File: src/rtl/switch_pkg.sv
// Single sys_clk domain; queue words carry bit 8 set on frame data and clear on the closing word
package switch_pkg;

  localparam int NPORT = 4;

  typedef logic [1:0] port_idx_t;
  typedef logic [7:0] byte_t;
  typedef logic [8:0] phy_word_t;
  typedef logic [47:0] mac_t;

  // Destination MAC only, first byte on the wire is the top byte
  localparam int MAC_BYTES = 6;

  localparam int FLOW_ENTRIES = 4;
  typedef logic [1:0] flow_idx_t;

  localparam int MAX_FRAME_BYTES = 64;
  localparam int QUEUE_DEPTH = 128;
  typedef logic [7:0] q_count_t;

  localparam int IFG_CYCLES = 8;

  typedef enum logic [1:0] {
    IDLE,
    SEND,
    GAP
  } mix_state_t;

  // Nearest requester after last, wrapping; last itself ranks lowest
  function automatic port_idx_t rr_next(logic [NPORT-1:0] reqs, port_idx_t last);
    port_idx_t cand;
    port_idx_t win;
    win = last;
    for (int k = NPORT; k >= 1; k--) begin
      cand = last + port_idx_t'(k);
      if (reqs[cand]) begin
        win = cand;
      end
    end
    return win;
  endfunction

endpackage

File: src/rtl/byte_fifo.sv
// FWFT queue of QUEUE_DEPTH words; writes while full and reads while empty are ignored
`timescale 1ns/1ps

module byte_fifo import switch_pkg::*; (
  input  logic      sys_clk,
  input  logic      rst_n,
  input  phy_word_t din,
  input  logic      wr_en,
  output logic      full,
  output phy_word_t dout,
  output logic      empty,
  input  logic      rd_en,
  output q_count_t  count
);

  localparam int AW = $clog2(QUEUE_DEPTH);

  phy_word_t     mem [QUEUE_DEPTH];
  logic [AW-1:0] wr_ptr;
  logic [AW-1:0] rd_ptr;
  logic          do_wr;
  logic          do_rd;

  assign do_wr = wr_en && !full;
  assign do_rd = rd_en && !empty;

  assign full  = (count == q_count_t'(QUEUE_DEPTH));
  assign empty = (count == '0);
  // Head word is visible without a read
  assign dout  = mem[rd_ptr];

  always_ff @(posedge sys_clk) begin
    if (do_wr) begin
      mem[wr_ptr] <= din;
    end
  end

  always_ff @(posedge sys_clk or negedge rst_n) begin
    if (!rst_n) begin
      wr_ptr <= '0;
      rd_ptr <= '0;
      count  <= '0;
    end else begin
      if (do_wr) begin
        wr_ptr <= wr_ptr + 1'b1;
      end
      if (do_rd) begin
        rd_ptr <= rd_ptr + 1'b1;
      end
      case ({do_wr, do_rd})
        2'b10:   count <= count + 1'b1;
        2'b01:   count <= count - 1'b1;
        default: ;
      endcase
    end
  end

endmodule

File: config.mk
export PLATFORM = sky130hd
export DESIGN_NAME = byte_fifo
export DESIGN_NICKNAME = d
export VERILOG_FILES = /design/src/rtl/switch_pkg.sv /design/src/rtl/byte_fifo.sv
export SDC_FILE = /design/constraint.sdc
export NUM_CORES = 1
export LEC_CHECK = 0
export ABC_CLOCK_PERIOD_IN_PS = 8400
export BUFFER_PORTS_ARGS = -buffer_cell sky130_fd_sc_hd__buf_2
export CAP_MARGIN = 5
export CORE_MARGIN = 2
export CORE_UTILIZATION = 65
export DETAILED_ROUTE_END_ITERATION = 6
export MAX_ROUTING_LAYER = met4
export PLACE_DENSITY_LB_ADDON = 0.25
export REMOVE_ABC_BUFFERS = 1
export SLEW_MARGIN = 20
export SYNTH_ARGS = -nofsm -noshare
export SYNTH_HDL_FRONTEND = slang
export SYNTH_SLANG_ARGS = --single-unit
export TNS_END_PERCENT = 30
File: constraint.sdc
create_clock -name sys_clk -period 8.4 [get_ports sys_clk]
set_input_delay 0.42 -clock sys_clk [delete_from_list [all_inputs] [get_ports sys_clk]]
set_output_delay 0.42 -clock sys_clk [all_outputs]
set_load 0.01 [all_outputs]
# After elaboration in Yosys (flattened, before gate mapping)
# Memory sizes are Yosys's and may differ from the RTL's.
# Index checks and enable logic that the tools add are counted.
# totals
regBits,22
ramBits,1152
in_bits,13
word_cells,20
mem_count,1
# memory_table
name,words,word_bits,rd,rd_ports_with_merged_regs,write_ports,line_no,text
mem,128,9,1,0,1,byte_fifo.sv:18,phy_word_t mem [QUEUE_DEPTH];
# classes
addsub,4
n_eq_ne,3
muxes,3
n_reduce_logical,6
# ops
cell,count
$pmux W8 S2,1
$add A7 B1 Y7 const B,2
$add A8 B1 Y8 const B,1
$eq A8 B8 Y1 const B,1
$logic_not A8 Y1,1
$sub A8 B1 Y8 const B,1
$eq A2 B1 Y1 const B,1
$eq A2 B2 Y1 const B,1
$logic_and A1 B1 Y1,2
$logic_not A1 Y1,2
$mux W1,2
$reduce_bool A2 Y1,1

# Logic depth before layout (Yosys ltp)
# depth
word_depth,5
ltp_mapped,11

# Least setup slack after synthesis
# No wires, ideal clock.
# synth_timing
path_kind,register -> register
from,register count[4]
to,register count[7]
setup_time_ns,0.080
arrival_time_ns,3.079
slack_ns,5.241
stages_incl_launch_ff,12
synth_period_minus_slack_ns,3.159
cell_sequence,dfrtp_1 or4_1 or2_2 o21a_1 ha_1 ha_1 a21o_1 a21oi_1 o211ai_1 and3_1 nor3_1 xnor2_1
# synth_via
elab_chain_cells,5
word_cells_on_any_way,12
classes_between,add/sub (2); eq/ne (3); mux (1); reduce/logical (6)
# synth_lines
element,line_no,text
start: declaration,byte_fifo.sv:13,output q_count_t count
start signal: assignment,byte_fifo.sv:51,2'b10: count <= count + 1'b1;
start signal: assignment,byte_fifo.sv:52,2'b01: count <= count - 1'b1;
$logic_not A8 Y1 (*),byte_fifo.sv:28,assign empty = (count == '0);
$logic_not A1 Y1 (*),byte_fifo.sv:25,assign do_rd = rd_en && !empty;
$logic_and A1 B1 Y1 (*),byte_fifo.sv:25,
via do_rd,byte_fifo.sv:22,logic do_rd;
$eq A2 B1 Y1 / $eq A2 B2 Y1 (equally long branches),byte_fifo.sv:50,"case ({do_wr, do_rd})"
$pmux W8 S2 / $reduce_bool A2 Y1 (equally long branches),n/a,
# The timed path passes the listed nets; every way through them passes the cells marked *.
# A chain may end at the register's enable or synchronous reset.

# Worst setup path after layout
# layout_timing
from,register rd_ptr[2]
to,output dout[1]
# layout_via
elab_chain_cells,1
# layout_lines
element,line_no,text
start: declaration,byte_fifo.sv:20,logic [AW-1:0] rd_ptr;
start signal: assignment,byte_fifo.sv:48,rd_ptr <= rd_ptr + 1'b1;
$mem_v2 Z128 W9,n/a,
end: declaration,byte_fifo.sv:10,"output phy_word_t dout,"
# No other way between the ends.

==> flow_summary.ini <==
[logic_synthesis]
netlist_area_sq_um = 46000
synth_cell_types = 53
synthTopCellsByCount = 1152 x edfxtp_1, 198 x mux2i_1, 188 x mux4_2, 145 x nor2_1, 70 x nand2_1
ys.flop_type = edfxtp_1
yosys.area_share.simple_pct = 2.55
synth_top_family_by_area = multiplexers
seq_area_frac_synth_pct = 76.5
synthMuxAreaShare_pct = 14.0
synth_seq_cells = 1174
synthCells = 2302
synth-edff-count = 1152
synth_top_area_share_pct = 75.3
synth_fa_ha_area_share_pct = 0.289
syn_area_per_cell_sq_um = 20.0
synth_compound_area_share_pct = 4.51
ys_warn_count = 0
yosysTopAreaCell = edfxtp_1
synth.area.top_cells = edfxtp_1 75%, mux4_2 9.2%, mux2i_1 4.3%, dfrtp_1 1.2%, nor2_1 1.2%
synthXorXnorAreaFrac_pct = 0.362
async_flop_share_pct = 1.87
yosysMostFrequentCell = edfxtp_1

[timing]
worstMarginPinSlew_ns = 1.18
final_max_slew_viol_count = 0
min_period_ns = 5.62
layout_setup_ws_ns = 2.78
setup_viol = 0
finClkSkew_ns = 0.0253
rsz0062_at_grt = false
fmax_mhz = 178
min_period_over_period_pct = 66.9
final_hold_viol_count = 0
max_slew_margin_pct = 21.3
holdWs_ns = 0.171
fin_tns_setup_ns = 0

[floorplanning]
pin_count = 32
die_h_microns = 270
core_sq_um = 70000
start_util_pct = 65.6
fp.dieW_microns = 270
die_area_sq_um = 72800
placementRows = 97

[route]
postRouteAntennaNets = 0
wl_per_cell_microns = 31.4
firstDrtPassIters = 6
drt_iter0_markers = 3371
dr_total_vias = 23400
drt-total-wl_microns = 106000
via_per_inst = 6.92
post-route-drc-count = 0

[clock_tree]
cts_sinks = 1174
post_cts_resized = 0
htree_levels = 3
clock_latency_ns = 0.69
clk_pin_slew_worst_paths_ns = 0.06
clk_path_buf_depth = 3
cts-root-buf = clkbuf_16
cts_tree = done
cts_buffers = 112

[pwr]
leakage_nw = 16.1
p_per_area_nw_per_um2 = 321
finalPower_mw = 16.2
vdd_drop_max_uv = 298

[setup_path]
crit_arrival_ns = 5.20
path_max_fanout = 36
worst_setup_path_end_kind = primary output
critical_path_class = reg2out
start_kind = flip-flop
critPathRequiredTime_ns = 7.98

[cells_and_area]
syn_to_final_growth_pct = 9.80
regArea_sq_um = 35200
fin_area_sq_um = 50500
multiInputGateArea_sq_um = 10000
final_cells = 3384
nets = 2369
num-fill-cells = 3994
final_layout_size_suffix_gt1_share_pct = 18.1
fin_util_pct = 72.1

[placement]
dp_cells = 3171
gp_congestion = 0.883
postPlaceCellArea_sq_um = 46800
hpwl_microns = 60800
port_buffers = 31
pre_cts_slack_ns = 3.69

[global_route]
grt_use_total_pct = 30.5
antenna_found_initial = 2
first_global_vias = 23400
grt_pass1_wl_microns = 157000
grt_max_degree = 102
grt_overflow = 0

[run]
cap_viol_max_count = 0

[hold_path]
worst_hold_path_type = in2reg

[outcome]
status = completed
## cell families (layout without fill, tap and decap cells)
logic type | after synthesis | count (layout)
AOI/OAI and AO/OA | 286 | 286
xor gates and xnor gates | 19 | 19
adders and majority gates | 10 | 10
buffers and inverters | 137 | 277
DFF | 1174 | 1174
muxes | 399 | 399
other | 0 | 2
and+or+nand+nor | 277 | 277
## cell type report
| type | count | area share (%) |
|---|---|---|
| multi-input cells | 991 | 19.8 |
| clock inverters | 81 | 1.45 |
| inverters | 4 | 0.0298 |
| clock buffers | 129 | 5.76 |
| diodes | 2 | 0.00992 |
| flip-flops and latches | 1174 | 69.7 |
| well taps | 940 | 2.33 |
| repair buffers | 63 | 0.915 |
## flip-flops by register name (all words and copies together), names as in the netlist
signal  flops
mem      1152
wr_ptr      7
rd_ptr      7
count       8
## final timing paths
path	startpoint	end	slack [ns]	cells after the start
max	rd_ptr[2]	dout[1]	2.78	8
min	din[5]	mem[4][5]	0.17	1
max reg2reg	count[4]	count[7]	4.68	11
min reg2reg	wr_ptr[2]	wr_ptr[2]	0.51	1
max in group asynchronous	rst_n	rd_ptr[1]	7.63	2
min in group asynchronous	rst_n	count[7]	0.28	2
## per-layer routing
metal / up-vias / track usage [%] / wire [microns]
met2: 1447 / 47.8 / 52100
li1: 9593 / - / -
met1: 12200 / 42.3 / 40200
met5: - / - / 0
met4: 0 / 8.65 / 3430
met3: 205 / 5.17 / 10400
## power by group
group	internal [mW]	switching [mW]	leakage, nW	total (mW)
registers	6.58	0.259	10.6	6.84
clock network	2.85	2.15	1.79	5.01
logic	1.71	2.63	3.71	4.34
total	11.1	5.05	16.1	16.2
## worst max-delay path, stage by stage (launching register included)
cell,delay [ns]
dfrtp_2,0.58
buf_4,0.58
and2_1,0.66
nand2_1,0.69
o221ai_1,0.47
a211oi_1,0.15
a211oi_1,0.80
o32a_1,0.36
buf_2,0.15
## repair_timing
action                    CTS  global route
setup buffers               0             0
hold endpoints to repair   22             0
hold buffers                1             0
## cells in the final DEF (no fill, tap or decap), drive strengths merged, types with 3 or more instances in the layout
master	netlist	routed
a2111oi	4	4
a211oi	58	58
a21o	4	4
a21oi	35	35
a221oi	4	4
a22o	22	22
a22oi	56	56
a31oi	7	7
and2	3	3
and3	3	3
buf	83	62
bufinv	0	12
clkbuf	50	129
clkinv	0	56
clkinvlp	0	6
dfrtp	22	22
edfxtp	1152	1152
ha	9	9
inv	4	11
mux2	9	9
mux2i	198	198
mux4	192	192
nand2	70	70
nand3	24	24
nand4	7	7
nor2	145	145
nor2b	15	15
nor3	4	4
o211ai	12	12
o21a	9	9
o21ai	20	20
o221ai	18	18
o22ai	18	18
o32a	9	9
xnor2	9	9
xor2	10	10
Note: power is estimated with default switching activity, not from simulation.
