==> src/rtl/switch_pkg.sv <==
// Single sys_clk domain; queue words carry bit 8 set on frame data and clear on the closing word
package switch_pkg;

  localparam int NPORT = 4;

  typedef logic [1:0] port_idx_t;
  typedef logic [7:0] byte_t;
  typedef logic [8:0] phy_word_t;
  typedef logic [47:0] mac_t;

  // Destination MAC only, first byte on the wire is the top byte
  localparam int MAC_BYTES = 6;

  localparam int FLOW_ENTRIES = 4;
  typedef logic [1:0] flow_idx_t;

  localparam int MAX_FRAME_BYTES = 64;
  localparam int QUEUE_DEPTH = 128;
  typedef logic [7:0] q_count_t;

  localparam int IFG_CYCLES = 8;

  typedef enum logic [1:0] {
    IDLE,
    SEND,
    GAP
  } mix_state_t;

  // Nearest requester after last, wrapping; last itself ranks lowest
  function automatic port_idx_t rr_next(logic [NPORT-1:0] reqs, port_idx_t last);
    port_idx_t cand;
    port_idx_t win;
    win = last;
    for (int k = NPORT; k >= 1; k--) begin
      cand = last + port_idx_t'(k);
      if (reqs[cand]) begin
        win = cand;
      end
    end
    return win;
  endfunction

endpackage

==> src/rtl/gmii_rx_gate.sv <==
// Frames are admitted whole or not at all; bytes past MAX_FRAME_BYTES are cut but the frame still closes
`timescale 1ns/1ps

module gmii_rx_gate import switch_pkg::*; (
  input  logic      sys_clk,
  input  logic      rst_n,
  input  logic      rx_dv,
  input  byte_t     rxd,
  input  q_count_t  q_count,
  output phy_word_t q_din,
  output logic      q_wr_en
);

  // Room for a longest frame plus its closing word
  localparam q_count_t ADMIT_LIMIT = q_count_t'(QUEUE_DEPTH - MAX_FRAME_BYTES - 1);
  localparam logic [6:0] MAX_CNT = 7'(MAX_FRAME_BYTES);

  logic       in_frame;
  logic       admitted;
  logic [6:0] byte_cnt;
  logic       admit_ok;

  // A word still in flight is not yet in q_count
  assign admit_ok = (q_count + q_count_t'(q_wr_en)) <= ADMIT_LIMIT;

  always_ff @(posedge sys_clk or negedge rst_n) begin
    if (!rst_n) begin
      in_frame <= 1'b0;
      admitted <= 1'b0;
      byte_cnt <= '0;
      q_wr_en  <= 1'b0;
    end else begin
      q_wr_en <= 1'b0;
      if (rx_dv) begin
        if (!in_frame) begin
          in_frame <= 1'b1;
          admitted <= admit_ok;
          byte_cnt <= 7'd1;
          q_wr_en  <= admit_ok;
        end else if (admitted && byte_cnt < MAX_CNT) begin
          byte_cnt <= byte_cnt + 1'b1;
          q_wr_en  <= 1'b1;
        end
      end else if (in_frame) begin
        in_frame <= 1'b0;
        q_wr_en  <= admitted;
      end
    end
  end

  always_ff @(posedge sys_clk) begin
    q_din <= rx_dv ? {1'b1, rxd} : {1'b0, 8'h00};
  end

endmodule

==> config.mk <==
export PLATFORM = sky130hd
export DESIGN_NAME = gmii_rx_gate
export DESIGN_NICKNAME = d
export VERILOG_FILES = /design/src/rtl/switch_pkg.sv /design/src/rtl/gmii_rx_gate.sv
export SDC_FILE = /design/constraint.sdc
export NUM_CORES = 1
export LEC_CHECK = 0
export ABC_AREA = 1
export BUFFER_PORTS_ARGS = -buffer_cell sky130_fd_sc_hd__buf_4
export CORE_UTILIZATION = 40
export DETAILED_ROUTE_END_ITERATION = 10
export GPL_ROUTABILITY_DRIVEN = 0
export HOLD_SLACK_MARGIN = 0.05
export PLACE_DENSITY_LB_ADDON = 0.05
export SYNTH_ARGS = -nofsm -noshare
export SYNTH_HDL_FRONTEND = slang
export SYNTH_SLANG_ARGS = --single-unit
==> constraint.sdc <==
create_clock -name sys_clk -period 2.6 [get_ports sys_clk]
set_input_delay 0.39 -clock sys_clk [delete_from_list [all_inputs] [get_ports sys_clk]]
set_output_delay 0.39 -clock sys_clk [all_outputs]
set_load 0.02 [all_outputs]
== After elaboration in Yosys (flattened, before gate mapping) ==
Index checks and enable logic that the tools add are counted.
Storage, ports and cells
  bits in registers: 19
  output and inout bits: 10
Cells by class
  reduce and logical (&&, ||, !) cells: 3
  add/subtract/negate cells: 2
  mux-type cells: 8
  equal/unequal tests: 1
  bitwise operators: 1
  order comparisons: 2
Operators with widths (count)
  2-to-1 mux 7 bit: 2
  2-to-1 mux 9 bit: 1
  adder 8 x 1 -> 8 bit: 1
  <= comparator 8 x 6 -> 1 bit, second input constant: 1
  adder 7 x 1 -> 7 bit, second input constant: 1
  less-than comparator 7 bit, second input constant: 1
  2-to-1 mux 1 bit: 5
  AND reduction 2 bit: 2
  != test 2 x 1 -> 1 bit, second input constant: 1
  logical AND 1 bit: 1
  NOT 1 bit: 1

== Longest topological paths before layout ==
Gate-level depths: netlist (run 1).
  depth in word-level cells: 5
  gate-level depth with buffers: 7

== Worst setup path after synthesis (run 1) ==
Ideal clock, no wire load.
  path type: register to register
  start: reg byte_cnt[0]
  end: reg byte_cnt[4]
  data arrival time: 964 ps
  slack: 1517 ps
  data required time: 2481 ps
  stages on the path, launching flop included: 7
  clock period less this slack: 1083 ps
  path through: dfrtp_1 -> ha_1 -> nand2_1 -> nor2_1 -> nand2_1 -> nand2_1 -> a21oi_2
Between the ends
  cells in the longest elaborated chain, start to end: 4
  elaborated cells on any way between the ends: 7
  classes of those cells: 1 x add/sub; 1 x order compare; 1 x eq/ne; 2 x mux; 2 x reduce/logical
Ends and longest elaborated chain
  start: declaration: line gmii_rx_gate.sv:20  | logic [6:0] byte_cnt;
  start signal: assignment: line gmii_rx_gate.sv:41  | byte_cnt <= byte_cnt + 1'b1;
  less-than comparator 7 bit: line gmii_rx_gate.sv:40  | end else if (admitted && byte_cnt < MAX_CNT) begin
  logical AND 1 bit: line gmii_rx_gate.sv:40
  != test 2 x 1 -> 1 bit (no line)
  AND reduction 2 bit (no line)
Parallel ways exist; a longest one is shown, timed or not. The select of a mux whose other input is x is not followed.
A chain may end at the register's enable or synchronous reset.

== Worst setup path in the final report (run 1) ==
  start: reg q_wr_en
  end: out q_wr_en
RTL lines
  start: declaration: line gmii_rx_gate.sv:11  | output logic q_wr_en
  start signal: assignment: line gmii_rx_gate.sv:39  | q_wr_en <= admit_ok;
  start signal: assignment: line gmii_rx_gate.sv:46  | q_wr_en <= admitted;
No word-level cell between the ends.

==> results of run 1 <==
## area by class of cell
cell class                 count  area [um^2]
multi-input combinational     62        292.8
inverter                      17        63.81
fill                         151        753.2
timing repair buffer          29        220.2
sequential                    19        430.4
clock buffer                   3        22.52
tap                           25        31.28
clock inverter                 1        6.256
## metrics by stage
stage / hold slack, ns / utilization, % / area (um^2)
2_1_floorplan: 0.09441 / - / 813.3
3_3_place_gp: 0.2267 / 56.49 / 1028
3_5_place_dp: 0.2294 / 56.49 / 1028
4_1_cts: 0.2609 / 58.63 / 1067
5_1_grt: 0.2632 / 58.63 / 1067
6_report: 0.2683 / 58.63 / 1067
## cells in the final DEF (no fill, tap or decap)
cell           instances
ha_1                   1
inv_1                 16
nand3_1                7
clkbuf_4               3
a21oi_2                1
nand2_4                2
buf_4                 28
inv_4                  1
dfrtp_1               10
nand2_1               32
nor2_1                 9
a21oi_1                5
dfxtp_1                9
inv_2                  1
nand4_1                1
nand3b_1               1
dlygate4sd3_1          1
nand3b_2               1
o21ai_0                2
## cell families after synthesis
family / count (synthesis)
buffers and inverters: 19
AO/OA/AOI/OAI: 8
flip-flops: 19
adder cells (fa/ha/maj): 1
AND/OR/NAND/NOR: 53
## layer usage
metal	GRT usage (%)	vias to the layer above
li1	-	365
met1	18.90	286
met2	23.61	21
met3	2.308	2
met4	6.857	0
met5	0	-
## power by group through the flow
stage / Clock [mW] / Sequential [mW] / Combinational (mW)
after floorplan: 0 / 0.354 / 0.0570
after global placement: 0 / 0.348 / 0.108
after detailed placement: 0 / 0.348 / 0.109
after CTS: 0.157 / 0.341 / 0.110
after global routing: 0.164 / 0.346 / 0.125
final: 0.152 / 0.341 / 0.110
## path summary, 6_finish.rpt
path	start	to	slack (ns)	depth (start not counted)
min in group asynchronous	rst_n	q_wr_en	0.45	2
max in group asynchronous	rst_n	byte_cnt[5]	2.00	2
min reg2reg	byte_cnt[6]	q_wr_en	0.55	3
max	q_wr_en	q_wr_en	1.37	1
max reg2reg	byte_cnt[0]	byte_cnt[6]	1.38	5
min	rxd[6]	q_din[6]	0.27	3
## Yosys cell counts
cell type	number	area, um^2
a21oi_1	5	25.02
a21oi_2	1	8.760
buf_6	1	11.26
buf_8	1	15.01
dfrtp_1	10	250.2
dfxtp_1	9	180.2
ha_1	1	12.51
inv_1	16	60.06
inv_2	1	3.750
nand2_1	32	120.1
nand2_4	2	22.52
nand3_1	7	35.03
nand3b_1	1	7.510
nand3b_2	1	11.26
nand4_1	1	6.260
nor2_1	9	33.78
o21ai_0	2	10.01
## state kept, by name, summed over array words and instances, names as in the netlist
| register | count |
|---|---|
| q_din | 9 |
| q_wr_en | 1 |
| byte_cnt | 7 |
| in_frame | 1 |
| admitted | 1 |
## repair_timing
action	CTS	global route
resized for setup	0	0
hold buffers	1	0
setup endpoints to repair	0	0
endpoints found under the hold margin	10	0
==> results.toml, run 1 <==
[run_status]
outcome = "finished, final reports clean"

[clock_network]
cts.sinks = 19
cts_buffer_depth = 2
h-tree-depth = 1
clock_latency_ns = 0.29
cts_tree = "yes"
cts-root-buf = "clkbuf_4"
cts_made_buffers = 3
clk_pin_slew_worst_paths_ns = 0.12
post-cts-setup-buffers = 0

[power_and_ir_drop]
p_sw_share_pct = 28.59
p_sw_uw = 172.5
pwr-share-comb_pct = 18.2
finalPower_uw = 603.5
power_leakage_nw = 0.5889
p_clk_share_pct = 25.3
p_per_area_nw_per_um2 = 565.5
p_seq_share_pct = 56.6
irDropWorstVdd_mv = 0.3565
p_int_uw = 431.0

[floorplan]
core-area_um2 = 1821
dieHeight_um = 47.09
placementRows = 15
die_area_um2 = 2217
ios = 29
initial_utilization_pct = 44.67
dieWidth_um = 47.09

[logic_synthesis]
avgSynthCellArea_um2 = 8.133
synthSimpleGateAreaFrac_pct = 29.08
synth_fp_nets = 120
ys_types = 17
ys_ff_latch = 19
synthCells = 100
ys_warn_count = 0
synthMuxAreaShare_pct = 0
synth_compound_area_share_pct = 5.385
synth_fa_ha_area_share_pct = 1.538
synth_top_family_by_area = "simple AND/OR/NAND/NOR gates"
synth_xor_area_share_pct = 0
synth-seq-area-share_pct = 52.92
syn_area_um2 = 813.3

[route]
drc = 0
wl_met1_um = 680
wl_met3_um = 74
wl_um = 1439
drt_iter0_drc = 17
route.met2.wl_um = 670
wire_per_inst_um = 9.224
dr.pass1.iters = 4
dr_total_vias = 674
top_layer_used = "met4"
ant_nets = 0
via_per_inst = 4.321

[timing]
min_period_ns = 1.235
min_period_over_period_pct = 47.49
drv_slew = 0
hold_viol = 0
setup_tns_ns = 0
skew_ns = 0.006584
relSlewSlack_pct = 85.20
rsz0062_at_grt = "no"
tightest_slew_ns = 0.2212
finalSetupViolations = 0
layout_setup_ws_ns = 1.365
fmax_mhz = 809.9

[job]
drv_cap = 0

[setup_path]
critPathKind = "reg -> out"
cp.required_ns = 2.21
crit_chain = "buf_4"
cp_max_fo = 2
cp-end-kind = "output port"
crit_path_top_delay_cell = "dfrtp_1"
cp_num_buf_inv = 1
startpoint_type = "register"
path_delay_family = "flip-flops"
cpPeakStageDelay_ns = 0.40
cp_data_arrival_time_ns = 0.84

[global_routing]
antenna_found_initial = 0
grt_pass1_wl_um = 2208
grt_overflow_total = 0
grt_max_degree = 14
grt_pass1_vias = 542
track_usage_pct = 14.53

[finish]
finalNonFillerCells = 156
n_antenna_cell = 0
drive_above_1_share_pct = 28.24
nNetsFinal = 152
area_growth_pct = 31.23

[place]
dpl.cell_count = 151
portBuffers = 28
place_ws_ns = 1.345
dp_hpwl_um = 1098

[worst_hold_path]
holdCritPathClass = "in -> reg"
Note: power is estimated with default switching activity, not from simulation.
==> run 2, diff against run 1 <==
==> constraint.sdc (replaced) <==
create_clock -name sys_clk -period 1.2 [get_ports sys_clk]
set_input_delay 0.18 -clock sys_clk [delete_from_list [all_inputs] [get_ports sys_clk]]
set_output_delay 0.18 -clock sys_clk [all_outputs]
set_load 0.02 [all_outputs]
==> run 2 against run 1 <==
Compared with the run above: flip-flop and latch count stayed put; sequential share of layout area is 0.97 points lower; die area stayed put; combinational power grew to 2.5 times the previous value; non-clock buffer count is 2 higher; highest routed layer unchanged.
==> results.toml, run 2 (same netlist as run 1, synthesis figures left out) <==
[finish]
nNetsFinal = 155
area_growth_pct = 34.46
largest_reg_flops = 9
fillers = 172
final_common_cell = "nand2_1"
final_cell_mix = "32 x nand2_1, 30 x buf_4, 16 x inv_1, 10 x dfrtp_1, 9 x dfxtp_1"
regMostFlops = "q_din"
n_antenna_cell = 0
reg_top3 = "q_din (9), byte_cnt (7)"
final_area_um2 = 1094
drive_above_1_share_pct = 30.60

[floorplan]
placementRows = 15
initial_utilization_pct = 44.67
core-area_um2 = 1821
dieWidth_um = 47.09
die_area_um2 = 2217
dieHeight_um = 47.09
ios = 29

[timing]
relSlewSlack_pct = 86.72
fmax_mhz = 893.5
setup_tns_ns = 0
min_period_over_period_pct = 93.26
skew_ns = 0.006475
drv_slew = 0
rsz0062_at_grt = "no"
hold_viol = 0
whs_ns = 0.06657
tightest_slew_ns = 0.1992
finalSetupViolations = 0
min_period_ns = 1.119

[place]
portBuffers = 28
dp_hpwl_um = 1173
placed_cell_area_um2 = 1036

[power_and_ir_drop]
irDropWorstVdd_mv = 0.9078
power_leakage_nw = 0.6012
p_per_area_nw_per_um2 = 1215
finalPower_mw = 1.329

[clock_network]
h-tree-depth = 1
cts.sinks = 19
clk_pin_slew_worst_paths_ns = 0.11
cts-root-buf = "clkbuf_4"
cts_made_buffers = 3
cts_tree = "yes"
cts_buffer_depth = 2
clock_latency_ns = 0.29

[job]
drv_cap = 0

[route]
wl_um = 1595
drc = 0
dr.pass1.iters = 3
drt_iter0_drc = 5
ant_nets = 0
via_per_inst = 4.327
dr_total_vias = 688
wire_per_inst_um = 10.03

[global_routing]
grt_pass1_wl_um = 2380
grt_max_degree = 14
grt_overflow_total = 0
antenna_found_initial = 0
grt_pass1_vias = 613
track_usage_pct = 15.97

[worst_hold_path]
holdCritPathClass = "in -> reg"
hold_depth = 3

[setup_path]
rr_worst_depth = 5
cp.required_ns = 1.41
cp-end-kind = "register"
critPathKind = "reg -> reg"
startpoint_type = "register"
cp_max_fo = 3
cp_data_arrival_time_ns = 1.32

[run_status]
outcome = "finished, final reports clean"
==> run 2: changes by cell type in the layout (fill, tap and decap cells not counted) <==
| cell | delta |
|---|---|
| buf_4 | +2 |
| clkbuf_1 | +1 |
| inv_4 | -1 |
| nand2_2 | +1 |
| nand3_1 | -1 |
| nand3_2 | +1 |
| nor2_1 | -1 |
| nor2_2 | +1 |
==> run 2: metal layers <==
layer  track usage, %  wire [um]  vias up  share of wire [%]
met5                0          0        -                  0
met4            6.857         21        0                1.3
met3            4.615         65        2                4.1
met2            26.11        761       17                 48
met1            19.71        748      299                 47
li1                 -          -      370                  -
==> run 2: where the power goes <==
| part | total (mW) | leakage (nW) | internal, mW | switching (mW) |
|---|---|---|---|---|
| registers | 0.736 | 0.205 | 0.693 | 0.0432 |
| clock network | 0.315 | 0.0150 | 0.129 | 0.186 |
| logic | 0.277 | 0.382 | 0.133 | 0.145 |
==> run 2: layout make-up <==
cell class	count	area [um^2]	share of cell area [%]
flip-flops and latches	19	430.4	39.36
well taps	25	31.28	2.860
clock buffers	4	26.28	2.403
inverters	17	63.81	5.835
repair buffers	31	235.2	21.51
multi-input cells	63	306.5	28.03
==> run 2: final timing paths <==
path	from	endpoint	slack (ns)
worst max-delay path	byte_cnt[1]	byte_cnt[6]	0.08
worst min-delay path	rxd[2]	q_din[2]	0.07
worst max register to register	byte_cnt[1]	byte_cnt[6]	0.08
worst min register to register	byte_cnt[6]	q_wr_en	0.54
max in group asynchronous	rst_n	admitted	0.81
min in group asynchronous	rst_n	q_wr_en	0.24
==> run 2: worst max-delay path: stages (launching register included) <==
cell,delay [ns]
dfrtp_1,0.38
ha_1,0.17
nand2_1,0.08
nor2_2,0.14
nand3b_1,0.10
a21oi_1,0.16
==> run 2: stage by stage <==
stage	worst slack, ns	std cells	util (%)
2_1_floorplan	0.1166	100	-
3_3_place_gp	0.09030	152	56.91
3_5_place_dp	0.04451	152	56.91
4_1_cts	0.006081	157	58.90
5_1_grt	0.01341	159	60.07
6_report	0.08087	159	60.07
==> run 2: repair_timing <==
| action | CTS | global route |
|---|---|---|
| hold buffers | 1 | 0 |
| endpoints found under the hold margin | 10 | 0 |
| setup buffers | 0 | 1 |
| endpoints found under the setup margin | 0 | 2 |
| resized for setup | 0 | 2 |
==> run 3, diff against run 2 <==
--- a/config.mk
+++ b/config.mk
@@ -7,11 +7,12 @@
 export LEC_CHECK = 0
 export ABC_AREA = 1
 export BUFFER_PORTS_ARGS = -buffer_cell sky130_fd_sc_hd__buf_4
+export CORE_MARGIN = 2
 export CORE_UTILIZATION = 40
 export DETAILED_ROUTE_END_ITERATION = 10
 export GPL_ROUTABILITY_DRIVEN = 0
 export HOLD_SLACK_MARGIN = 0.05
-export PLACE_DENSITY_LB_ADDON = 0.05
+export PLACE_DENSITY = 0.77
 export SYNTH_ARGS = -nofsm -noshare
 export SYNTH_HDL_FRONTEND = slang
 export SYNTH_SLANG_ARGS = --single-unit
==> run 3 against run 2 <==
Compared with the run above: cell count stayed put; critical path type unchanged; non-clock buffer count is 1 lower; setup slack better by 0.018 ns; fmax is 1.6% higher; flip-flop and latch count stayed put; first-iteration DRC count is 120% higher; sequential share of layout area is 0.55 points higher.
==> results.toml, run 3 (same netlist as run 1, synthesis figures left out) <==
[run_status]
outcome = "finished, final reports clean"

[place]
dp_hpwl_um = 1191
portBuffers = 28

[timing]
min_period_over_period_pct = 91.80
setup_tns_ns = 0
tightest_slew_ns = 0.2056
min_period_ns = 1.102
drv_slew = 0
finalSetupViolations = 0
rsz0062_at_grt = "no"
skew_ns = 0.005739
fmax_mhz = 907.8
hold_viol = 0
relSlewSlack_pct = 86.15

[power_and_ir_drop]
p_sw_uw = 368.1
p_per_area_nw_per_um2 = 1209
p_seq_share_pct = 56.2
pwr-share-comb_pct = 19.4
p_int_uw = 936.3
p_clk_share_pct = 24.4
irDropWorstVdd_mv = 0.8087
p_sw_share_pct = 28.22
power_leakage_nw = 0.5927

[global_routing]
grt_pass1_vias = 682
grt_overflow_total = 0
grt_pass1_wl_um = 2849
antenna_found_initial = 0
grt_max_degree = 14
track_usage_pct = 15.16

[setup_path]
cp.required_ns = 1.42
critPathKind = "reg -> reg"
cp-end-kind = "register"
rrSetupSlack_ns = 0.1
rr_worst_depth = 5
startpoint_type = "register"
cp_max_fo = 3
cp_data_arrival_time_ns = 1.32

[finish]
area_growth_pct = 32.61
nNetsFinal = 153
largest_reg_flops = 9
regMostFlops = "q_din"
drive_above_1_share_pct = 29.55
fillers = 182
final_cell_mix = "32 x nand2_1, 29 x buf_4, 16 x inv_1, 10 x dfrtp_1, 9 x dfxtp_1"
n_antenna_cell = 0
final_core_util_pct = 55.54
final_common_cell = "nand2_1"
reg_top3 = "q_din (9), byte_cnt (7)"

[clock_network]
cts_buffer_depth = 2
cts_made_buffers = 3
cts_tree = "yes"
clock_latency_ns = 0.29
cts-root-buf = "clkbuf_4"
clk_pin_slew_worst_paths_ns = 0.11
cts.sinks = 19
h-tree-depth = 1

[floorplan]
ios = 29
die_area_um2 = 2410
initial_utilization_pct = 41.88
dieHeight_um = 49.09
placementRows = 16
dieWidth_um = 49.09
core-area_um2 = 1942

[route]
wire_per_inst_um = 9.572
drt_iter0_drc = 11
dr_total_vias = 697
dr.pass1.iters = 4
via_per_inst = 4.384
wl_um = 1522
ant_nets = 0
drc = 0

[job]
drv_cap = 0

[worst_hold_path]
holdCritPathClass = "in -> reg"
hold_depth = 3
[run 3: cell types whose count changed in the layout (fill, tap and decap cells not counted), sizes merged]
cell,delta
buf,-1
clkbuf,-1
nand2,-1
clkinv,+1
[run 3: what timing repair did]
action,4_1_cts,5_1_grt
setup buffers,0,0
gates resized for setup,0,1
hold endpoints to repair,10,0
endpoints found under the setup margin,0,2
hold buffers,1,0
[run 3: worst paths after layout]
path / start / endpoint
hold reg to reg: admitted / admitted
hold / removal: rxd[0] / q_din[0]
setup reg to reg: byte_cnt[1] / byte_cnt[6]
max in group asynchronous: rst_n / byte_cnt[5]
min in group asynchronous: rst_n / byte_cnt[4]
setup / recovery: byte_cnt[1] / byte_cnt[6]
[run 3: metal layers]
layer	vias to the layer above	GRT usage [%]	part of all wire, %
li1	365	-	-
met2	31	26.80	47
met1	299	17.72	44
met3	2	3.374	8.0
met4	0	5.714	0.92
met5	-	0	0
[run 3: final cells by class]
type                            count  area, um^2  share of cell area, %
Multi-Input combinational cell     62       295.3                  27.38
Clock buffer                        3       22.52                  2.088
Inverter                           17       63.81                  5.916
Clock inverter                      1       5.005                 0.4640
Timing Repair Buffer               30       227.7                  21.11
Tap cell                           27       33.78                  3.132
Sequential cell                    19       430.4                  39.91
[run 3: worst max-delay path, cell delays in order (launching register included)]
cell      delay (ns)
dfrtp_1         0.38
ha_1            0.17
nand2_1         0.08
nor2_2          0.16
nand3b_1        0.10
a21oi_1         0.14
[run 3: through the flow]
step	hold WS [ns]	total power [mW]	instance area (um^2)	setup slack [ns]	cells
final	0.05815	1.304	1079	0.09845	159
after global routing	0.06191	1.393	1079	0.001006	159
after CTS	0.05387	1.317	1076	0.03363	159
after detailed placement	0.01752	0.9976	1039	0.06571	154
after global placement	0.01791	0.9934	1039	0.08461	154
after floorplan	-0.1156	0.8914	813.3	0.1166	100
[run 3: power groups by stage]
| stage | Clock [mW] | Combinational [mW] | Sequential (mW) |
|---|---|---|---|
| after floorplan | 0 | 0.124 | 0.768 |
| after global placement | 0 | 0.247 | 0.747 |
| after detailed placement | 0 | 0.251 | 0.747 |
| after CTS | 0.329 | 0.255 | 0.734 |
| after global routing | 0.355 | 0.293 | 0.744 |
| final | 0.318 | 0.253 | 0.733 |
