==> src/rtl/switch_pkg.sv <==
// Single sys_clk domain; queue words carry bit 8 set on frame data and clear on the closing word
package switch_pkg;

  localparam int NPORT = 4;

  typedef logic [1:0] port_idx_t;
  typedef logic [7:0] byte_t;
  typedef logic [8:0] phy_word_t;
  typedef logic [47:0] mac_t;

  // Destination MAC only, first byte on the wire is the top byte
  localparam int MAC_BYTES = 6;

  localparam int FLOW_ENTRIES = 4;
  typedef logic [1:0] flow_idx_t;

  localparam int MAX_FRAME_BYTES = 64;
  localparam int QUEUE_DEPTH = 128;
  typedef logic [7:0] q_count_t;

  localparam int IFG_CYCLES = 8;

  typedef enum logic [1:0] {
    IDLE,
    SEND,
    GAP
  } mix_state_t;

  // Nearest requester after last, wrapping; last itself ranks lowest
  function automatic port_idx_t rr_next(logic [NPORT-1:0] reqs, port_idx_t last);
    port_idx_t cand;
    port_idx_t win;
    win = last;
    for (int k = NPORT; k >= 1; k--) begin
      cand = last + port_idx_t'(k);
      if (reqs[cand]) begin
        win = cand;
      end
    end
    return win;
  endfunction

endpackage

==> src/rtl/tx_mixer.sv <==
// Assumes a started frame keeps its queue fed until the closing word, else tx_en drops mid-frame
`timescale 1ns/1ps

module tx_mixer import switch_pkg::*; (
  input  logic                  sys_clk,
  input  logic                  rst_n,
  input  phy_word_t [NPORT-1:0] q_dout,
  input  logic [NPORT-1:0]      q_empty,
  output logic [NPORT-1:0]      q_rd_en,
  output logic                  tx_en,
  output byte_t                 txd
);

  // IDLE and the first SEND cycle also count as gap
  localparam logic [3:0] GAP_LOAD = 4'(IFG_CYCLES - 3);

  mix_state_t state;
  port_idx_t  sel;
  logic [3:0] gap_cnt;
  phy_word_t  word;

  assign word = q_dout[sel];

  always_comb begin
    q_rd_en = '0;
    if (state == SEND) begin
      q_rd_en[sel] = !q_empty[sel];
    end
  end

  always_ff @(posedge sys_clk or negedge rst_n) begin
    if (!rst_n) begin
      state   <= IDLE;
      sel     <= port_idx_t'(NPORT - 1);
      gap_cnt <= '0;
      tx_en   <= 1'b0;
      txd     <= '0;
    end else begin
      tx_en <= 1'b0;
      case (state)
        IDLE: begin
          if (!(&q_empty)) begin
            sel   <= rr_next(~q_empty, sel);
            state <= SEND;
          end
        end
        SEND: begin
          if (q_rd_en[sel]) begin
            tx_en <= word[8];
            txd   <= word[7:0];
            if (!word[8]) begin
              gap_cnt <= GAP_LOAD;
              state   <= GAP;
            end
          end
        end
        GAP: begin
          if (gap_cnt == '0) begin
            state <= IDLE;
          end else begin
            gap_cnt <= gap_cnt - 1'b1;
          end
        end
        default: state <= IDLE;
      endcase
    end
  end

endmodule

==> config.mk <==
export PLATFORM = sky130hd
export DESIGN_NAME = tx_mixer
export DESIGN_NICKNAME = d
export VERILOG_FILES = /design/src/rtl/switch_pkg.sv /design/src/rtl/tx_mixer.sv
export SDC_FILE = /design/constraint.sdc
export NUM_CORES = 1
export LEC_CHECK = 0
export ABC_AREA = 1
export BUFFER_PORTS_ARGS = -buffer_cell sky130_fd_sc_hd__buf_2
export CORE_UTILIZATION = 30
export DETAILED_ROUTE_END_ITERATION = 6
export HOLD_SLACK_MARGIN = 0.06
export PLACE_DENSITY = 0.64
export RECOVER_POWER = 100
export SLEW_MARGIN = 20
export SYNTH_ARGS = -nofsm -noshare
export SYNTH_HDL_FRONTEND = slang
export SYNTH_SLANG_ARGS = --single-unit
==> constraint.sdc <==
create_clock -name sys_clk -period 3.45 [get_ports sys_clk]
set_clock_uncertainty 0.2 [all_clocks]
set_input_delay 0.69 -clock sys_clk [delete_from_list [all_inputs] [get_ports sys_clk]]
set_output_delay 0.69 -clock sys_clk [all_outputs]
set_load 0.005 [all_outputs]
# Yosys cells after proc, flatten, opt, wreduce, memory -nomap -nowiden
# Index checks and enable logic that the tools add are counted.
[totals]
regBits = 17
in_bits = 42
output_inout_bits = 13
wordCells = 64
[classes]
add_sub_neg = 4
order_cmp = 5
n_eq_ne = 7
muxes = 29
n_bitwise = 3
n_reduce_logical = 11
[ops]
columns = ["cell", "n"]
rows = [
  ["9-bit binary-select mux with 2-bit select", 1],
  ["4-bit two-way mux", 4],
  ["2-bit two-way mux", 7],
  ["2-bit by 3-bit < comparator with 1-bit output, second input constant", 4],
  ["4-bit AND reduction", 3],
  ["1-bit binary-select mux with 2-bit select", 5],
  ["9-bit two-way mux", 1],
  ["1-bit two-way mux", 8],
  ["2-bit != test, second input constant", 4],
  ["4-bit case mux with 2 select lines", 1],
  ["2-bit case mux with 3 select lines", 1],
  ["2-bit adder, second input constant", 2],
  ["4-bit AND", 1],
  ["4-bit logical NOT", 1],
  ["4-bit NOT", 1],
  ["4-bit by 1-bit subtractor with 4-bit output, second input constant", 1],
  ["3-bit AND reduction", 1],
  ["3-bit nonzero test", 1],
  ["2-bit by 1-bit adder with 2-bit output, second input constant", 1],
  ["1-bit demux with 2-bit select", 1],
  ["2-bit by 1-bit == test with 1-bit output, second input constant", 1],
  ["2-bit == test, second input constant", 1],
  ["2-bit by 1-bit greater-or-equal comparator with 1-bit output, second input constant", 1],
  ["2-bit logical NOT", 1],
  ["other kinds (6)", 6],
]

# Longest topological paths before layout
# Gate-level depths: netlist of the first run.
[depth]
word_depth = 10
depth_mapped = 15
ltp_nobuf = 12

# Worst setup path after synthesis of the first run
# Ideal clock, no wire load.
[synth_path]
kind = "register to output"
from = "register sel[0]"
to = "output q_rd_en[0]"
arrival_ps = 1345
path_slack_ps = 1215
stages_incl_launch_ff = 8
path_cell_list = "dfstp_2 buf_6 inv_4 buf_2 buf_2 ha_1 inv_1 nor3_1"
[synth_via]
elab_chain_cells = 6
elab_cells_between_ends = 10
classes_between = "2 x order compare; 5 x mux; 1 x bitwise; 2 x reduce/logical"
[synth_lines]
columns = ["element", "line_no", "rtl"]
rows = [
  ["start, declared", "tx_mixer.sv:18", "port_idx_t sel;"],
  ["start signal, assigned", "tx_mixer.sv:34", "sel <= port_idx_t'(NPORT - 1);"],
  ["start signal, assigned", "tx_mixer.sv:43", "sel <= rr_next(~q_empty, sel);"],
  ["2-bit by 3-bit < comparator with 1-bit output (not written as such) or 2-bit by 1-bit greater-or-equal comparator with 1-bit output (tied branches)", "tx_mixer.sv:27", "q_rd_en[sel] = !q_empty[sel];"],
  ["1-bit logical AND (not written as such)", "tx_mixer.sv:27", ""],
  ["1-bit two-way mux (not written as such)", "tx_mixer.sv:27", ""],
  ["1-bit demux with 2-bit select", "tx_mixer.sv:27", ""],
  ["4-bit AND (no source line) (*)", "-", ""],
  ["4-bit two-way mux (*)", "tx_mixer.sv:26", "if (state == SEND) begin"],
  ["end, declared", "tx_mixer.sv:9", "output logic [NPORT-1:0] q_rd_en,"],
]
# Every way passes the cells marked *; elsewhere a longest branch is shown, timed or not. The select of a mux whose other input is x is not followed.

# Final worst setup path of the first run
[layout_path]
from = "register sel[0]"
to = "output q_rd_en[1]"
# Same word-level chain as after synthesis.

==> qor.yml, run 1 <==
clocking:
  postCtsSetupBuffers: 0
  cts_hold_buf: 0
  cts.htree.levels: 1
  cts_resized: 0
  clk_path_buf_depth: 2
  cts_tree: "built"
  cts_sinks: 17
  cts_buffers: 3
  cts-root-buf: "clkbuf_8"
  path_clk_slew_ns: 0.06
  clock_latency_ns: 0.24
worst_setup_path:
  path_buf_inv: 3
  r2r-end: "gap_cnt[0]"
  path_class: "reg -> out"
  endpoint: "q_rd_en[1]"
  cp.required_ns: 2.56
  r2r_cells: 12
  crit_slowest_cell: "dfstp_2"
  reg2reg_from: "sel[0]"
  worstPathCellList: "inv_4 -> nand2_1 -> nand3_2 -> nand2_1 -> inv_1 -> nor3_1 -> clkbuf_1"
  crit_path_start: "sel[0]"
  crit_path_max_incr_delay_ns: 0.82
  critPathMostFrequentCell: "nand2_1"
  crit_fanout: 27
  reg2reg_slack_ns: 0.53
  start_kind: "register"
  worst-path-stages: 7
  crit_arrival_ns: 2.03
  end_kind: "primary output"
  cp_top_family: "flip-flops"
final_layout:
  drive_above_1_share_pct: 26.5
  fin_nets: 286
  stdcell_area_um2: 1610
  syn_to_final_growth_pct: 20.5
  diodes: 0
grt:
  antenna_found_initial: 0
  grt_pass1_wl_um: 5440
  grt_start_max_net_pins: 28
  grt_usage_pct: 15.0
  gr-total-overflow: 0
  grt_pass1_vias: 1254
floorplan:
  coreArea_um2: 4140
  ioPinCount: 55
  rows: 23
  start_util_pct: 32.2
  die_w_um: 68.7
  die_y_um: 68.7
  fp.dieArea_um2: 4720
timing:
  tns_ns: 0
  finalSetupViolCount: 0
  tightestPinTransition_ns: 0.888
  finalHoldViolations: 0
  hold_ws_ns: 0.321
  max_freq_mhz: 342
  fin_crit_ns: 2.92
  post-route-period-util_pct: 84.8
  maxSlewViolCount: 0
  max_slew_margin_pct: 40.8
  rsz0062_at_grt: "no"
placement:
  hpwl_um: 2470
  io_buffers: 54
  gp_congestion: 0.766
  place_area_um2: 1630
detailed_routing:
  wl_per_cell_um: 11.0
  via_per_inst: 4.76
  first_pass_iters: 4
  wirelength_um: 3160
  dr.first_iter.drc_count: 74
  via_count: 1370
  antenna_left: 0
  drc: 0
min_path:
  worstHoldPathType: "reg -> reg"
synth:
  syn_area_per_cell_um2: 7.14
  synth_area_leaders: "dfrtp_1 28%, nand2_1 11%, nor2_1 7.6%, nand3_1 7.5%, o21ai_0 6.0%"
  netlist.area_leader.share_pct: 28.1
  syn-num-nets: 234
  synth_simple_gate_area_share_pct: 41.1
  synth_top_family_by_area: "simple AND/OR/NAND/NOR gates"
  async_flop_share_pct: 100
  yosysWarnings: 0
  yosysMostFrequentCell: "nand2_1"
  synth_fa_ha_area_share_pct: 4.69
  netlist-cell-type-count: 26
  synth_top_cell_by_area: "dfrtp_1"
  synth_mux_area_share_pct: 0
  ys_ff_latch: 17
  syn-cell-area_um2: 1340
  synth_xor_area_share_pct: 0.656
  synthFlopType: "dfrtp_1"
  synth_common_cells: "39 x nand2_1, 27 x nor2_1, 20 x nand3_1"
  synth_edf_count: 0
  ys_seq_area_share_pct: 32.1
  postSynthCellCount: 187
  synth_compound_area_share_pct: 14.2
pwr:
  power_frac_comb_pct: 57.7
  p_per_area_nw_per_um2: 816
  finalPower_w: 0.00131
  internal-power_w: 0.000667
  vdd_drop_max_mv: 0.347
  swShare_pct: 49.2
  switchingPower_w: 0.000646
  p_leak_nw: 0.849
  clockPowerShare_pct: 10.8
  pwr-share-seq_pct: 31.5
flow_run:
  max-cap-violations: 0
run_status:
  status: "finished clean"
## layer usage
metal / track usage [%] / share of wire, % / vias to the layer above
met2: 24.9 / 47 / 41
met5: 0 / 0 / -
met1: 20.7 / 48 / 598
met4: 3.06 / 0 / 0
met3: 2.30 / 5.2 / 0
li1: - / - / 731
## worst register-to-register path: stages, from the launching register on
cell,delay [ns]
dfstp_2,0.82
inv_4,0.21
ha_1,0.25
inv_1,0.07
nor2_1,0.05
nand3_1,0.10
nand2_2,0.05
nand2_1,0.26
nand2_1,0.26
nand2_1,0.34
nand2_8,0.08
nand2_1,0.07
nand2_1,0.05
## worst min-delay path by stage
stage | from | to | slack (ns) | depth (start not counted)
global placement | txd[4] | txd[4] | 0.30 | 2
detailed placement | txd[4] | txd[4] | 0.29 | 2
global route | txd[5] | txd[5] | 0.34 | 2
finish | txd[4] | txd[4] | 0.32 | 2
CTS | rst_n | txd[1] | 0.16 | 1
floorplan | rst_n | gap_cnt[0] | 0.19 | 0
## registers in the layout, indices dropped and copies added, names as in the netlist
signal and flops:
gap_cnt 4, sel 2, state 2, tx_en 1
txd 8
## kinds of logic after synthesis
| kind of cell | after synthesis |
|---|---|
| AND/OR/NAND/NOR | 109 |
| XOR/XNOR | 1 |
| buffers and inverters | 21 |
| AO/OA/AOI/OAI | 34 |
| adder cells (fa/ha/maj) | 5 |
| flip-flops | 17 |
## metrics by stage
step           utilization, %  instances  setup WS, ns
2_1_floorplan               -        187          1.22
5_1_grt                  38.8        288         0.238
3_3_place_gp             39.3        284         0.953
6_report                 38.8        288         0.526
4_1_cts                  40.4        288         0.594
3_5_place_dp             39.3        284         0.872
## power groups by stage
stage	Sequential (W)	Combinational, W	Clock, W
floorplan	0.000357	0.000689	0
global placement	0.000414	0.000816	0
detailed placement	0.000413	0.000826	0
CTS	0.000412	0.000828	0.000150
global route	0.000431	0.000884	0.000158
finish	0.000413	0.000758	0.000142
## cell usage in the layout, fill, tap and decap left out, types with 3 or more instances in the layout
master,netlist,final
nand2_1,39,48
buf_2,6,47
nor2_1,27,27
nand3_1,20,20
o21ai_0,16,16
dfrtp_1,15,15
inv_1,11,11
o22ai_1,8,8
clkbuf_1,0,7
nor3_1,5,5
a21oi_1,5,5
ha_1,5,5
clkbuf_8,0,3
## layout make-up
type | count | area (µm²)
clock buffer | 3 | 41.3
clock inverter | 1 | 5.00
fill | 451 | 2530
inverter | 14 | 55.1
multi-input combinational | 149 | 756
sequential | 17 | 428
tap | 50 | 62.6
timing repair buffer | 54 | 262
Power figures use the tool's default switching activity.
==> inputs of run 2 (changes only) <==
==> constraint.sdc (replaced) <==
create_clock -name sys_clk -period 2.8 [get_ports sys_clk]
set_clock_uncertainty 0.2 [all_clocks]
set_input_delay 0.56 -clock sys_clk [delete_from_list [all_inputs] [get_ports sys_clk]]
set_output_delay 0.56 -clock sys_clk [all_outputs]
set_load 0.005 [all_outputs]
==> run 2 against run 1 <==
Net effect: design area increased by 3.5%; non-clock buffer count increased by 3; register-to-register slack worse by 0.096 ns; highest routed layer unchanged; wire length increased by 4.5%; count of clock-buffer cells in the layout is the same.
==> qor.yml, run 2 (same netlist as run 1, synthesis figures left out) <==
run_status:
  status: "finished clean"
timing:
  post-route-period-util_pct: 90.0
  fin_crit_ns: 2.52
  finalSetupViolCount: 0  # unchanged
  finalHoldViolations: 0  # unchanged
  tns_ns: 0  # unchanged
  tightestPinTransition_ns: 0.895  # +0.00737 ns
  maxSlewViolCount: 0  # unchanged
  max_slew_margin_pct: 40.3  # -0.49 points
  rsz0062_at_grt: "no"
  max_freq_mhz: 397
grt:
  grt_pass1_wl_um: 5710  # +4.9%
  grt_pass1_vias: 1285  # +2.5%
  grt_usage_pct: 15.8  # +0.80 points
  gr-total-overflow: 0  # unchanged
  grt_start_max_net_pins: 28  # unchanged
  antenna_found_initial: 0  # unchanged
placement:
  io_buffers: 54  # unchanged
  dpl.cell_count: 286  # +0.70%
  gp_congestion: 0.873  # +14%
  hpwl_um: 2590  # +4.6%
floorplan:
  fp.dieArea_um2: 4720  # unchanged
  rows: 23  # unchanged
  coreArea_um2: 4140  # unchanged
  die_y_um: 68.7  # unchanged
  ioPinCount: 55  # unchanged
  die_w_um: 68.7  # unchanged
  start_util_pct: 32.2  # unchanged
flow_run:
  max-cap-violations: 0  # unchanged
clocking:
  cts_resized: 0  # unchanged
  cts.htree.levels: 1  # unchanged
  cts_sinks: 17  # unchanged
  cts-root-buf: "clkbuf_8"
  clk_path_buf_depth: 2  # unchanged
  clock_latency_ns: 0.25  # about the same
  cts_hold_buf: 1  # +1
  cts_buffers: 3  # unchanged
  postCtsSetupBuffers: 0  # unchanged
  cts_tree: "built"
  path_clk_slew_ns: 0.07  # about the same
pwr:
  vdd_drop_max_mv: 0.463  # +33%
  clockPowerShare_pct: 10.8  # about the same
  internal-power_w: 0.000852  # +28%
  swShare_pct: 49.8  # +0.56 points
  switchingPower_w: 0.000844  # +31%
  finalPower_w: 0.00170  # +29%
  pwr-share-seq_pct: 27.3  # -4.2 points
  power_frac_comb_pct: 61.9  # +4.2 points
  p_per_area_nw_per_um2: 1020  # +25%
  p_leak_nw: 0.856  # +0.90%
final_layout:
  largest_register_ffs: 8  # unchanged
  multi_input_area_um2: 791  # +4.6%
  final_core_util_pct: 40.2  # +1.4 points
  num-fill-cells: 476  # +5.5%
  final_common_cell: "nand2_1"
  fin_nets: 289  # +1.0%
  syn_to_final_growth_pct: 24.7
  largestRegisters: "txd (8), gap_cnt (4)"
  ff_latch_area_um2: 428  # unchanged
  final_cells: 291  # +1.0%
  drive_above_1_share_pct: 27.0  # +0.50 points
  diodes: 0  # unchanged
  regMostFlops: "txd"
  layout_common_cells: "45 x nand2_1, 44 x buf_2, 27 x nor2_1"
worst_setup_path:
  path_buf_inv: 3  # unchanged
  worstPathCellList: "inv_4 -> nand2_2 -> nand3_2 -> nand2_1 -> inv_1 -> nor3_1 -> clkbuf_1"
  path_class: "reg -> out"
  crit_fanout: 27  # unchanged
  end_kind: "primary output"
  crit_arrival_ns: 1.76  # -0.27 ns
  start_kind: "register"
  cp_top_family: "flip-flops"
  crit_slowest_cell: "dfstp_2"
  cp.required_ns: 2.04  # -0.52 ns
  crit_path_max_incr_delay_ns: 0.64  # -0.18 ns
detailed_routing:
  antenna_left: 0  # unchanged
  wl_per_cell_um: 11.3  # +3.5%
  dr.first_iter.drc_count: 53  # -28%
  via_count: 1385  # +1.1%
  first_pass_iters: 4  # unchanged
  drc: 0  # unchanged
  wirelength_um: 3300  # +4.5%
  via_per_inst: 4.76  # about the same
min_path:
  worstHoldPathType: "reg -> reg"
run 2: cell count changes in the layout (fill, tap and decap cells not counted):
cell | previous run | this run
buf_2 | 47 | 44
buf_4 | 0 | 2
clkbuf_1 | 7 | 10
dlygate4sd3_1 | 0 | 1
nand2_1 | 48 | 45
nand2_2 | 2 | 3
nand2_8 | 1 | 3
run 2: layer usage:
layer	up-vias	GRT usage (%)	wire [µm]
li1	730	-	-
met1	607	20.9	1520
met2	48	27.5	1560
met3	0	3.78	211
met4	0	0.765	0
met5	-	0	0
run 2: worst min-delay path, cell delays in order (launching register included):
cell,delay [ns]
dfrtp_1,0.34
nand3_1,0.08
nand2_1,0.07
run 2: area by class of cell:
cell class                      count  area share, %
Multi-Input combinational cell    149           47.5
Sequential cell                    17           25.7
Timing Repair Buffer               57           17.0
Tap cell                           50           3.76
Inverter                           14           3.31
Clock buffer                        3           2.48
Clock inverter                      1          0.301
run 2: metrics by stage:
| stage | hold WS (ns) | setup WS, ns | cell area [µm²] |
|---|---|---|---|
| floorplan | 0.0644 | 0.569 | 1340 |
| global placement | 0.292 | 0.553 | 1640 |
| detailed placement | 0.294 | 0.616 | 1640 |
| CTS | 0.315 | 0.339 | 1700 |
| global route | 0.325 | 0.119 | 1670 |
| finish | 0.314 | 0.280 | 1670 |
run 2: worst paths after layout:
kind	to	slack, ns	from	depth (start not counted)
min in group asynchronous	txd[5]	0.74	rst_n	2
max in group asynchronous	state[0]	1.11	rst_n	2
setup / recovery	q_rd_en[2]	0.28	sel[0]	7
hold reg to reg	txd[5]	0.31	txd[5]	2
setup reg to reg	gap_cnt[0]	0.43	sel[0]	12
hold / removal	txd[5]	0.31	txd[5]	2
run 2: power groups by stage:
stage               registers (W)  clock network [W]  logic (W)
floorplan                0.000440                  0   0.000849
global placement         0.000470                  0    0.00109
detailed placement       0.000463                  0    0.00109
CTS                      0.000462           0.000188    0.00110
global route             0.000484           0.000200    0.00121
finish                   0.000463           0.000182    0.00105
==> inputs of run 3 (changes only) <==
==> constraint.sdc (replaced) <==
create_clock -name sys_clk -period 2.8 [get_ports sys_clk]
set_clock_uncertainty 0.2 [all_clocks]
set_input_delay 0.28 -clock sys_clk [delete_from_list [all_inputs] [get_ports sys_clk]]
set_output_delay 0.28 -clock sys_clk [all_outputs]
set_load 0.005 [all_outputs]
==> run 3 against run 2 <==
Net effect: worst setup slack better by 0.15 ns; first-iteration DRC count up 28%; count of clock-buffer cells in the layout unchanged; global-route usage up 0.28 points; combinational power about the same; via count unchanged; power down 0.27%; critical endpoint is now gap_cnt[2].
==> qor.yml, run 3 (same netlist as run 1, synthesis figures left out) <==
timing:
  max_slew_margin_pct: 37.6  # -2.7 points
  maxSlewViolCount: 0  # unchanged
  post-route-period-util_pct: 84.7  # -5.3 points
  finalHoldViolations: 0  # unchanged
  tightestPinTransition_ns: 0.936  # +0.0408 ns
  rsz0062_at_grt: "no"
  finalSetupViolCount: 0  # unchanged
  tns_ns: 0  # unchanged
  fin_crit_ns: 2.37  # -0.149 ns
  max_freq_mhz: 422  # +6.3%
pwr:
  p_per_area_nw_per_um2: 1020  # +0.10%
  p_leak_nw: 0.866  # +1.1%
  vdd_drop_max_mv: 0.378  # -18%
  finalPower_w: 0.00169  # -0.27%
floorplan:
  fp.dieArea_um2: 4720  # unchanged
  die_w_um: 68.7  # unchanged
  die_y_um: 68.7  # unchanged
  rows: 23  # unchanged
  start_util_pct: 32.2  # unchanged
  ioPinCount: 55  # unchanged
  coreArea_um2: 4140  # unchanged
detailed_routing:
  drc: 0  # unchanged
  dr.first_iter.drc_count: 68  # +28%
  via_per_inst: 4.78  # +0.34%
  wirelength_um: 3290  # -0.12%
  via_count: 1385  # unchanged
  first_pass_iters: 4  # unchanged
  wl_per_cell_um: 11.4  # +0.22%
  antenna_left: 0  # unchanged
clocking:
  path_clk_slew_ns: 0.07  # about the same
  clk_path_buf_depth: 2  # unchanged
  clock_latency_ns: 0.25  # about the same
  cts_hold_buf: 1  # unchanged
  cts_buffers: 3  # unchanged
  cts_sinks: 17  # unchanged
  cts.htree.levels: 1  # unchanged
  postCtsSetupBuffers: 0  # unchanged
  cts_resized: 0  # unchanged
  cts_tree: "built"
  cts-root-buf: "clkbuf_8"
worst_setup_path:
  worstPathCellList: "inv_1 -> ha_1 -> inv_1 -> nor2_1 -> nand3_1 -> nand2_1 -> nand2_4 -> nand2_8 -> nand2_8 -> nand2_8 -> nand2_1 -> nand2_1"
  cp.required_ns: 2.75  # +0.71 ns
  start_kind: "register"
  crit_slowest_cell: "dfstp_2"
  crit_fanout: 15  # -44%
  cp_top_family: "simple AND/OR/NAND/NOR gates"
  end_kind: "register"
  reg2reg_slack_ns: 0.43  # about the same
  crit_path_max_incr_delay_ns: 0.69  # +0.05 ns
  crit_arrival_ns: 2.32  # +0.56 ns
  path_buf_inv: 2  # -1
  path_class: "reg -> reg"
grt:
  grt_start_max_net_pins: 28  # unchanged
  grt_usage_pct: 16.1  # +0.28 points
  gr-total-overflow: 0  # unchanged
  met2_usage_pct: 27.1  # -0.37 points
  grt_pass1_vias: 1269  # -1.2%
  busiest_layer: "met2"
  grt_pass1_wl_um: 5580  # -2.4%
  use_met1_pct: 20.9  # +0.021 points
  met3_usage_pct: 3.62  # -0.16 points
  antenna_found_initial: 0  # unchanged
placement:
  io_buffers: 54  # unchanged
  hpwl_um: 2620  # +1.1%
  gp_congestion: 0.807  # -7.5%
final_layout:
  largest_register_ffs: 8  # unchanged
  layout_common_cells: "45 x nand2_1, 45 x buf_2, 27 x nor2_1"
  regMostFlops: "txd"
  drive_above_1_share_pct: 26.3  # -0.72 points
  diodes: 0  # unchanged
  largestRegisters: "txd (8), gap_cnt (4)"
  syn_to_final_growth_pct: 24.3
  fin_nets: 288  # -0.35%
run_status:
  status: "finished clean"
min_path:
  worstHoldPathType: "in -> reg"
flow_run:
  max-cap-violations: 0  # unchanged
==> run 3: final timing paths <==
check,from,end,cells past startpoint
max in group asynchronous,rst_n,gap_cnt[1],2
max reg2reg,sel[1],gap_cnt[2],12
max,sel[1],gap_cnt[2],12
min,q_empty[0],state[0],4
min in group asynchronous,rst_n,txd[6],2
min reg2reg,txd[6],txd[6],2
==> run 3: per-stage QoR <==
step                      setup slack, ns  cells  hold slack, ns  instance area, µm²  utilization [%]
after floorplan                     0.569    187          -0.216                1340                -
after global placement              0.630    285          0.0226                1630             39.4
after detailed placement            0.579    285          0.0286                1630             39.4
after CTS                           0.527    290           0.197                1690             40.8
after global routing                0.198    290           0.220                1660             40.0
final                               0.429    290           0.193                1660             40.0
==> run 3: tightest hold or removal path, delay by kind of cell <==
kind	cells	cell delay (ns)
and+or+nand+nor	3	0.21
buffers and inverters	1	0.12
==> run 3: layout make-up <==
type / instances / area, µm²
timing repair buffer: 56 / 277
sequential: 17 / 428
clock buffer: 3 / 41.3
inverter: 14 / 55.1
multi-input combinational: 149 / 791
clock inverter: 1 / 5.00
fill: 443 / 2480
tap: 50 / 62.6
==> run 3: power by group <==
part / internal, W / total (W) / leakage, nW / switching [W]
logic: 0.000379 / 0.00103 / 0.629 / 0.000654
clock network: 0.0000987 / 0.000184 / 0.0255 / 0.0000849
registers: 0.000365 / 0.000475 / 0.211 / 0.000110
==> run 3: metal layers <==
layer | part of all wire [%] | vias to the layer above
met3 | 5.8 | 4
met5 | 0 | -
met4 | 0.88 | 0
met1 | 46 | 599
li1 | - | 732
met2 | 48 | 50
